**config.mk**
```make
export PLATFORM = sky130hd
export DESIGN_NAME = therm_top
export DESIGN_NICKNAME = d
export VERILOG_FILES = /design/src/logic/therm_bus_pkg.sv /design/src/logic/therm_cmd_pkg.sv /design/src/logic/therm_regs.sv /design/src/logic/therm_serial.sv /design/src/logic/therm_top.sv
export VERILOG_INCLUDE_DIRS = /design/src /design/src/logic
export SDC_FILE = /design/constraint.sdc
export NUM_CORES = 1
export LEC_CHECK = 0
export BUFFER_PORTS_ARGS = -buffer_cell sky130_fd_sc_hd__buf_2
export CORE_MARGIN = 8
export CORE_UTILIZATION = 62
export CTS_CLUSTER_DIAMETER = 30
export DETAILED_ROUTE_END_ITERATION = 8
export PLACE_DENSITY_LB_ADDON = 0.2
export SYNTH_ARGS = -nofsm -noshare
export SYNTH_HDL_FRONTEND = slang
export SYNTH_HIERARCHICAL = 1
export SYNTH_SLANG_ARGS = --single-unit
```
**constraint.sdc**
```tcl
create_clock -name clk -period 8.2 [get_ports clk]
set_input_delay 0 -clock clk [delete_from_list [all_inputs] [get_ports clk]]
set_output_delay 0 -clock clk [all_outputs]
set_load 0.01 [all_outputs]
```
**src/logic/therm_cfg.svh**
```systemverilog
// Thermometer controller configuration
`ifndef THERM_CFG_SVH
`define THERM_CFG_SVH

// ==================================================
// Serial timing
// ==================================================

// Clk cycles per half period of the serial clock, 2 or more
`define THERM_HALF_DIV 4

// Clk cycles of chip enable before the first falling serial clock
`define THERM_CE_SETUP 4

// ==================================================
// Data widths
// ==================================================

// Bus and sensor data word
`define THERM_DATA_W 16

`endif

```
**src/logic/therm_bus_pkg.sv**
```systemverilog
// Processor bus types
`default_nettype none

`include "therm_cfg.svh"

package therm_bus_pkg;

	// Register map, two address bits only
	typedef enum logic [1:0]
	{
		REG_CMD    = 2'd0,
		REG_DATA   = 2'd1,
		REG_STATUS = 2'd2,
		REG_RSVD   = 2'd3
	} reg_addr_e;

	// Request from the processor
	// Strobe is one cycle, no back-pressure
	typedef struct packed
	{
		logic                     stb;
		logic                     we;
		reg_addr_e                addr;
		logic [`THERM_DATA_W-1:0] wdata;
	} bus_req_t;

	// Response, always one cycle after the strobe
	typedef struct packed
	{
		logic                     ack;
		logic [`THERM_DATA_W-1:0] rdata;
	} bus_rsp_t;

endpackage

`default_nettype wire

```
**src/logic/therm_cmd_pkg.sv**
```systemverilog
// Sensor command and data types
`default_nettype none

`include "therm_cfg.svh"

package therm_cmd_pkg;

	// Sensor opcodes
	typedef enum logic [7:0]
	{
		START_CNV    = 8'h51,
		STOP_CNV     = 8'h22,
		READ_TEMP    = 8'hAA,
		READ_CONFIG  = 8'hAC,
		READ_TH      = 8'hA1,
		READ_TL      = 8'hA2,
		WRITE_TH     = 8'h01,
		WRITE_TL     = 8'h02,
		WRITE_CONFIG = 8'h0C,
		POR          = 8'h54
	} therm_op_e;

	// Temperature view, 12 bit two's complement left aligned
	typedef struct packed
	{
		logic signed [11:0] value;
		logic [3:0]         zero;
	} temp_view_t;

	// Configuration view, status flags and mode in the low byte
	typedef struct packed
	{
		logic [7:0] unused;
		logic       done;
		logic       thf;
		logic       tlf;
		logic       nvb;
		logic [3:0] mode;
	} cfg_view_t;

	// One sensor word, decoded per opcode
	typedef union packed
	{
		temp_view_t               temp;
		cfg_view_t                cfg;
		logic [`THERM_DATA_W-1:0] raw;
	} therm_data_u;

	// ==================================================
	// Data phase rule
	// ==================================================

	// Bits in the data phase, zero for bare commands
	function automatic logic [3:0] op_data_len(therm_op_e op);
		case (op)
			READ_TEMP, READ_TH, READ_TL, WRITE_TH, WRITE_TL: return 4'd12;
			READ_CONFIG, WRITE_CONFIG: return 4'd8;
			default: return 4'd0;
		endcase
	endfunction

	// Read opcodes shift in, all others shift out
	function automatic logic op_is_read(therm_op_e op);
		return (op == READ_TEMP) || (op == READ_TH) || (op == READ_TL) ||
			(op == READ_CONFIG);
	endfunction

endpackage

`default_nettype wire

```
**src/logic/therm_regs.sv**
```systemverilog
// Thermometer register block
`timescale 1ns/1ns
`default_nettype none

`include "therm_cfg.svh"

module therm_regs
(
	input  wire                          clk,
	input  wire                          rst,
	input  therm_bus_pkg::bus_req_t      req_i,
	output therm_bus_pkg::bus_rsp_t      rsp_o,
	output logic                         start_o,
	output therm_cmd_pkg::therm_op_e     op_o,
	output logic [`THERM_DATA_W-1:0]     wdata_o,
	input  wire                          busy_i,
	input  wire                          done_i,
	input  wire  [`THERM_DATA_W-1:0]     rdata_i
);

	import therm_bus_pkg::*;
	import therm_cmd_pkg::*;

	// Control state
	logic ack_q;
	logic start_q;
	logic overrun_q;
	logic cnv_done_q;

	// Payload
	therm_op_e                op_q;
	logic [`THERM_DATA_W-1:0] wdata_q;
	therm_data_u              result_q;
	therm_data_u              rx_view;
	logic [`THERM_DATA_W-1:0] rdata_q;
	logic [`THERM_DATA_W-1:0] rd_mux;

	// Decoded accesses
	logic cmd_wr;
	logic data_wr;
	logic stat_rd;
	logic busy_any;

	// ==================================================
	// Access decode
	// ==================================================

	assign cmd_wr  = req_i.stb && req_i.we && (req_i.addr == REG_CMD);
	assign data_wr = req_i.stb && req_i.we && (req_i.addr == REG_DATA);
	assign stat_rd = req_i.stb && !req_i.we && (req_i.addr == REG_STATUS);

	// Busy as the processor sees it, start counts before the engine answers
	assign busy_any = busy_i || start_q;

	// Received word seen through the union views
	assign rx_view.raw = rdata_i;

	// Read mux
	always_comb
	begin
		case (req_i.addr)
			REG_DATA: rd_mux = result_q.raw;
			REG_STATUS: rd_mux = {13'd0, overrun_q, cnv_done_q, busy_any};
			// CMD and the spare address read zero
			default: rd_mux = '0;
		endcase
	end

	// ==================================================
	// Control registers
	// ==================================================

	always_ff @(posedge clk)
	begin
		if (rst)
		begin
			ack_q      <= 1'b0;
			start_q    <= 1'b0;
			overrun_q  <= 1'b0;
			cnv_done_q <= 1'b0;
		end
		else
		begin
			ack_q   <= req_i.stb;
			// Launch only from idle
			start_q <= cmd_wr && !busy_any;
			// Command while busy is lost, STATUS read clears the flag
			if (cmd_wr && busy_any)
				overrun_q <= 1'b1;
			else if (stat_rd)
				overrun_q <= 1'b0;
			// Keep done from the last configuration read
			if (done_i && (op_q == READ_CONFIG))
				cnv_done_q <= rx_view.cfg.done;
		end
	end

	// Payload registers
	always_ff @(posedge clk)
	begin
		if (data_wr)
			wdata_q <= req_i.wdata;
		if (cmd_wr && !busy_any)
			op_q <= therm_op_e'(req_i.wdata[7:0]);
		if (done_i)
		begin
			// Temperature moves to the upper 12 bits
			if (op_q == READ_TEMP)
			begin
				result_q.temp.value <= rx_view.raw[11:0];
				result_q.temp.zero  <= '0;
			end
			else
				result_q.raw <= rx_view.raw;
		end
		rdata_q <= (req_i.stb && !req_i.we) ? rd_mux : '0;
	end

	assign rsp_o.ack   = ack_q;
	assign rsp_o.rdata = rdata_q;
	assign start_o     = start_q;
	assign op_o        = op_q;
	assign wdata_o     = wdata_q;

	// Engine is never restarted mid transaction
	a_start_idle: assert property (@(posedge clk) disable iff (rst) start_o |-> !busy_i);

endmodule

`default_nettype wire

```
**src/logic/therm_serial.sv**
```systemverilog
// Three-wire serial engine
`timescale 1ns/1ns
`default_nettype none

`include "therm_cfg.svh"

module therm_serial
(
	input  wire                          clk,
	input  wire                          rst,
	input  wire                          start_i,
	input  therm_cmd_pkg::therm_op_e     op_i,
	input  wire  [`THERM_DATA_W-1:0]     wdata_i,
	output logic                         busy_o,
	output logic                         done_o,
	output logic [`THERM_DATA_W-1:0]     rdata_o,
	output logic                         sensor_ce_o,
	output logic                         sclk_o,
	output logic                         dq_o,
	output logic                         dq_oe_o,
	input  wire                          dq_i
);

	import therm_cmd_pkg::*;

	// Counter covers both the half period and the setup delay
	localparam int CNT_MAX = (`THERM_HALF_DIV > `THERM_CE_SETUP) ?
		`THERM_HALF_DIV : `THERM_CE_SETUP;
	localparam int CNT_W = $clog2(CNT_MAX + 1);

	typedef enum logic [2:0]
	{
		ST_IDLE,
		ST_SETUP,
		ST_OPCODE,
		ST_DATA,
		ST_FINISH
	} state_e;

	state_e state_q;

	// Timing
	logic [CNT_W-1:0] half_q;
	logic [3:0]       bit_q;
	logic [3:0]       nxt_bit;

	// Pin registers
	logic ce_q;
	logic sclk_q;
	logic dq_q;
	logic oe_q;

	// Transaction payload
	logic [7:0]               op_bits;
	logic [3:0]               len_q;
	logic                     rd_q;
	logic [`THERM_DATA_W-1:0] tx_q;
	therm_data_u              rx_q;

	assign nxt_bit = bit_q + 4'd1;

	// ==================================================
	// Sequencer
	// ==================================================

	always_ff @(posedge clk)
	begin
		if (rst)
		begin
			state_q <= ST_IDLE;
			half_q  <= '0;
			bit_q   <= '0;
			ce_q    <= 1'b0;
			sclk_q  <= 1'b1;
			dq_q    <= 1'b0;
			oe_q    <= 1'b0;
		end
		else
		begin
			case (state_q)
				ST_IDLE:
				begin
					if (start_i)
					begin
						ce_q    <= 1'b1;
						half_q  <= CNT_W'(`THERM_CE_SETUP - 1);
						state_q <= ST_SETUP;
					end
				end
				ST_SETUP:
				begin
					if (half_q == '0)
					begin
						// First fall, opcode bit 0 goes out
						sclk_q  <= 1'b0;
						dq_q    <= op_bits[0];
						oe_q    <= 1'b1;
						bit_q   <= '0;
						half_q  <= CNT_W'(`THERM_HALF_DIV - 1);
						state_q <= ST_OPCODE;
					end
					else
						half_q <= half_q - 1'b1;
				end
				ST_OPCODE, ST_DATA:
				begin
					if (half_q != '0)
						half_q <= half_q - 1'b1;
					else
					begin
						half_q <= CNT_W'(`THERM_HALF_DIV - 1);
						if (!sclk_q)
							// Rising edge, sensor samples here too
							sclk_q <= 1'b1;
						else if (state_q == ST_OPCODE && bit_q != 4'd7)
						begin
							sclk_q <= 1'b0;
							bit_q  <= nxt_bit;
							dq_q   <= op_bits[nxt_bit[2:0]];
						end
						else if (state_q == ST_OPCODE && len_q != '0)
						begin
							// Into the data phase, release the line for reads
							sclk_q  <= 1'b0;
							bit_q   <= '0;
							state_q <= ST_DATA;
							oe_q    <= !rd_q;
							dq_q    <= tx_q[0];
						end
						else if (state_q == ST_DATA && nxt_bit != len_q)
						begin
							sclk_q <= 1'b0;
							bit_q  <= nxt_bit;
							dq_q   <= tx_q[nxt_bit];
						end
						else
						begin
							// Last bit done, clock stays high
							ce_q    <= 1'b0;
							oe_q    <= 1'b0;
							state_q <= ST_FINISH;
						end
					end
				end
				ST_FINISH:
					state_q <= ST_IDLE;
				default:
					state_q <= ST_IDLE;
			endcase
		end
	end

	// Transaction payload, latched at start
	always_ff @(posedge clk)
	begin
		if (state_q == ST_IDLE && start_i)
		begin
			op_bits <= op_i;
			len_q   <= op_data_len(op_i);
			rd_q    <= op_is_read(op_i);
			tx_q    <= wdata_i;
			rx_q    <= '0;
		end
		else if (state_q == ST_DATA && rd_q && half_q == '0 && !sclk_q)
			// Sample on the rising serial clock, LSB first
			rx_q.raw[bit_q] <= dq_i;
	end

	assign busy_o      = (state_q != ST_IDLE);
	assign done_o      = (state_q == ST_FINISH);
	assign rdata_o     = rx_q.raw;
	assign sensor_ce_o = ce_q;
	assign sclk_o      = sclk_q;
	assign dq_o        = dq_q;
	assign dq_oe_o     = oe_q;

	// No drive against the sensor while it talks
	a_read_release: assert property (@(posedge clk) disable iff (rst)
		(state_q == ST_DATA && rd_q) |-> !dq_oe_o);

	// Clock parks high outside a transaction
	a_sclk_idle: assert property (@(posedge clk) disable iff (rst)
		!sensor_ce_o |-> sclk_o);

endmodule

`default_nettype wire

```
**src/logic/therm_top.sv**
```systemverilog
// Thermometer controller top level
`timescale 1ns/1ns
`default_nettype none

`include "therm_cfg.svh"

module therm_top
(
	input  wire                          clk,
	input  wire                          rst,
	input  therm_bus_pkg::bus_req_t      bus_req_i,
	output therm_bus_pkg::bus_rsp_t      bus_rsp_o,
	output logic                         sensor_ce_o,
	output logic                         sclk_o,
	output logic                         dq_o,
	output logic                         dq_oe_o,
	input  wire                          dq_i
);

	import therm_cmd_pkg::*;

	// Register block to engine
	logic                     start;
	therm_op_e                op;
	logic [`THERM_DATA_W-1:0] wdata;

	// Engine back to register block
	logic                     busy;
	logic                     done;
	logic [`THERM_DATA_W-1:0] rdata;

	// Bus side, decode and result holding
	therm_regs u_regs
	(
		.clk     (clk),
		.rst     (rst),
		.req_i   (bus_req_i),
		.rsp_o   (bus_rsp_o),
		.start_o (start),
		.op_o    (op),
		.wdata_o (wdata),
		.busy_i  (busy),
		.done_i  (done),
		.rdata_i (rdata)
	);

	// Sensor side, three-wire sequencing
	therm_serial u_serial
	(
		.clk         (clk),
		.rst         (rst),
		.start_i     (start),
		.op_i        (op),
		.wdata_i     (wdata),
		.busy_o      (busy),
		.done_o      (done),
		.rdata_o     (rdata),
		.sensor_ce_o (sensor_ce_o),
		.sclk_o      (sclk_o),
		.dq_o        (dq_o),
		.dq_oe_o     (dq_oe_o),
		.dq_i        (dq_i)
	);

endmodule

`default_nettype wire

```
==> tab_implementation.tex <==
\begin{tabular}{lr}
\hline
Metric & Value \\
\hline
\multicolumn{2}{l}{\textbf{Detailed routing}} \\
First DRT Iteration DRCs & 204 \\
First-pass DRT Iterations & 5 \\
Via total after detailed routing & 3132 \\
Final wirelength & 9.53 mm \\
Vias per Instance & 5.56 \\
Remaining antenna violation count & 0 \\
Final routed wire length divided by cell count & 16.9 um \\
DRC violations left & 0 \\
\multicolumn{2}{l}{\textbf{Synth}} \\
Yosys top cell by area & edfxtp\_1 \\
Synth Area in Simple Gates & between 10\% and 20\% \\
Yosys cell types & 57 \\
Dominant cell by count in the synthesized netlist & edfxtp\_1 \\
Mux contribution to synthesized area & 10.1\% \\
Ranking of synthesized cells by instance count & edfxtp\_1, dfxtp\_1, nor2\_1 \\
Prevailing post-synth register cell & edfxtp\_1 \\
Share of synthesized cell area in full adder, half adder and majority cells & under 10\% \\
Sequential fraction of the synthesis area & 62.0\% \\
Xor-xnor portion of the synthesized cell area & 1.34\% \\
Dominant combinational cell family by area after synthesis & simple AND/OR/NAND/NOR gates \\
Number of enable-type register cells in the synthesized netlist & 67 \\
Post-synthesis net count & between 400 and 500 \\
Leading cell types by total area after synthesis & edfxtp\_1, dfxtp\_1, mux2i\_1 \\
Area fraction in compound gates after synthesis & 5.97\% \\
Netlist area before placement & between 0.004 and 0.005 mm\^{}2 \\
Flops \& latches, synth & 117 \\
Proportion of synthesized flip-flops having asynchronous set or reset & 0\% \\
Gate count of the mapped netlist & approximately 380 \\
Synth Warn \# & 6 \\
Avg Synthesized Cell Area & 12.9 um\^{}2 \\
Area share of the largest cell type after synthesis & between 40\% and 50\% \\
\multicolumn{2}{l}{\textbf{STA}} \\
Worst slew margin relative to its limit & 25.5\% \\
Final Hold Violating Endpoints & 0 \\
Final period util & 33.4\% \\
Max Clock Skew & 0.00679 ns \\
Setup repair after global routing missed its margin & no \\
Final number of max-transition violations & 0 \\
Peak Freq & 0.365 GHz \\
Setup violators final & 0 \\
Fin crit period & 2.74 ns \\
Fin Hold WS & 0.0501 ns \\
Slew of the pin with the lowest slew margin & 1.11 ns \\
Setup Total Neg Slack & 0 ns \\
\multicolumn{2}{l}{\textbf{Critical path}} \\
Highest net fanout along the worst path & 10 \\
Slack of the worst reg-to-reg path & 5.46 ns \\
Crit-path cells & inv\_1 > ha\_1 > mux4\_2 > mux2i\_1 > o32ai\_1 > a2111oi\_0 > o41ai\_1 \\
Critical path start-end classification & register to register \\
Arrival time worst endpoint & 3.11 ns \\
Setup crit end kind & register \\
CP required & between 8 and 9 ns \\
Largest stage delay on the critical path & 0.58 ns \\
Setup crit start kind & register \\
Cell at the slowest stage of the critical path & ha\_1 \\
\multicolumn{2}{l}{\textbf{Global route}} \\
Number of global-route vias before repair & 3235 \\
Maximum number of pins on one net before global-route repair & 45 \\
Number of antenna violations at the first check in global routing & 0 \\
Wire length of the first global-routing pass & 15.5 mm \\
Combined global-route utilization of all metal layers & between 10\% and 20\% \\
Remaining Overflow, GRT & 0 \\
\multicolumn{2}{l}{\textbf{Power}} \\
Maximum resistive drop on vdd & 0.208 mV \\
Overall Power & between 1.5 and 2 mW \\
Leakage & 2.43 nW \\
PwrDens & 285 mW/mm\^{}2 \\
\multicolumn{2}{l}{\textbf{Clock network}} \\
Clock tree from TritonCTS & done \\
Post-cts hold buffer count & 22 \\
\# clock sinks & 117 \\
Number of clock buffers inserted by TritonCTS & 17 \\
Max Root-Sink Buffers & 2 \\
Total of cells resized after clock tree synthesis & 0 \\
Clock latency on the worst-skew pair & roughly 0.5 ns \\
Total number of H-tree levels & 4 \\
Clock transition at the registers of the reported paths & 0.06 ns \\
Master cell of the clock root buffer & clkbuf\_8 \\
Setup Fix Bufs, Post-CTS & 0 \\
\multicolumn{2}{l}{\textbf{Place}} \\
Placer Congestion & 0.845 \\
Hpwl dp & roughly 6.0 mm \\
Post-Place Cells & about 510 \\
Port Buffer Count & 43 \\
\multicolumn{2}{l}{\textbf{Run}} \\
Maximum Capacitance Violations & 0 \\
\multicolumn{2}{l}{\textbf{Floorplanning}} \\
Starting density of the core & 63.6\% \\
Die Height & 105 um \\
Cell row count & 32 \\
Count of boundary I/O pins & 44 \\
Area enclosed by the die boundary & approximately 0.011 mm\^{}2 \\
Core ar. & 0.00765 mm\^{}2 \\
Overall die width & 105 um \\
\multicolumn{2}{l}{\textbf{Min path}} \\
Worst min-delay path category & input port to register \\
\multicolumn{2}{l}{\textbf{Layout}} \\
Layout Cells excl Fill & 563 \\
Layout cells sized above 1 & 22.8\% \\
Total of fill cells in the finished design & 462 \\
Syn-to-layout area delta & 22.7\% \\
Diodes inserted & 0 \\
Post-layout net count & 482 \\
\multicolumn{2}{l}{\textbf{Status}} \\
Status & finished, final reports clean \\
\hline
\end{tabular}
[kinds of logic after synthesis]
family | Yosys count
adders and majority gates | 11
muxes | 40
and+or+nand+nor | 139
DFF | 117
xor gates and xnor gates | 5
AOI/OAI and AO/OA | 42
buffers and inverters | 23
[power by group]
part | total (mW) | internal (mW) | switching (mW)
clock | 0.737 | 0.471 | 0.266
sequential | 0.721 | 0.677 | 0.0433
combinational | 0.240 | 0.111 | 0.129
[worst paths after layout]
path / to / startpoint / depth (start not counted)
max: u_serial/dq_o / u_serial/bit_q[0] / 7
min: u_regs/overrun_q / bus_req_i[17] / 5
max reg2reg: u_serial/dq_o / u_serial/bit_q[0] / 7
min reg2reg: u_serial/tx_q[7] / u_regs/wdata_o[7] / 0
[flip-flops by register name, indices dropped and copies added, names as in the netlist]
register              cells
u_serial/len_q            2
u_regs/result_q          16
u_regs/rdata_q           16
u_serial/rd_q             1
u_serial/dq_o             1
u_serial/half_q           3
u_regs/ack_q              1
u_serial/rdata_o         16
u_serial/state_q          3
u_regs/start_o            1
u_serial/sclk_o           1
u_serial/dq_oe_o          1
u_serial/bit_q            4
u_serial/tx_q            16
u_regs/wdata_o           16
u_serial/op_bits          8
u_serial/sensor_ce_o      1
u_regs/op_o               8
u_regs/overrun_q          1
u_regs/cnv_done_q         1
[final cells by class]
cell class / count / area, um^2 / area share [%]
Inverter: 9 / 36.3 / 0.608
Multi-Input combinational cell: 237 / 1740 / 29.1
Clock inverter: 13 / 143 / 2.39
Clock buffer: 19 / 464 / 7.78
Sequential cell: 117 / 3010 / 50.5
Timing Repair Buffer: 66 / 443 / 7.43
Tap cell: 102 / 128 / 2.14
[cells in the final DEF (no fill, tap or decap), types with 2 or more instances in the layout]
cell and n:
edfxtp_1 67, dfxtp_1 50, buf_2 43, nor2_1 39, nand2_1 23, dlygate4sd3_1 22, and2_1 22, mux2i_1 21
clkbuf_16 18, o21ai_0 11, ha_1 11, nand3_1 10, a21oi_1 10, mux2_2 9, inv_1 8, nor2b_1 7
mux2_4 6, nor3_1 5, nor4_1 5, or3_1 5, nand3b_1 4, nand2b_1 4, mux4_2 4, clkinv_2 3
clkinv_4 3, inv_6 3, bufinv_16 2, clkinvlp_4 2, and3_1 2, and4b_1 2, a22o_1 2, a2bb2oi_1 2
nand4_1 2, o32ai_1 2, xnor2_1 2, a2111oi_0 2
[critical path: cells and delay by family, from the launching register on]
kind                       cells  cell delay, ns
muxes                          2            0.72
adders and majority gates      1            0.58
AOI/OAI and AO/OA              3            0.58
DFF                            1            0.53
buffers and inverters          1            0.20
[stage by stage]
step	cell area [um^2]	setup slack [ns]	util, %
3_5_place_dp	5140	5.44	67.2
5_1_grt	5960	5.15	78.0
6_report	5960	5.46	78.0
2_1_floorplan	4860	5.59	-
3_3_place_gp	5140	5.55	67.2
4_1_cts	5960	5.46	78.0
[layer usage]
layer	share of wire, %	wire, um	track usage (%)	vias up
met5	0	0	0	-
met4	1.3	121	7.03	0
met3	4.9	466	6.08	15
met2	50	4790	29.9	91
met1	44	4150	20.8	1510
li1	-	-	-	1516
Note: power is estimated with default switching activity, not from simulation.
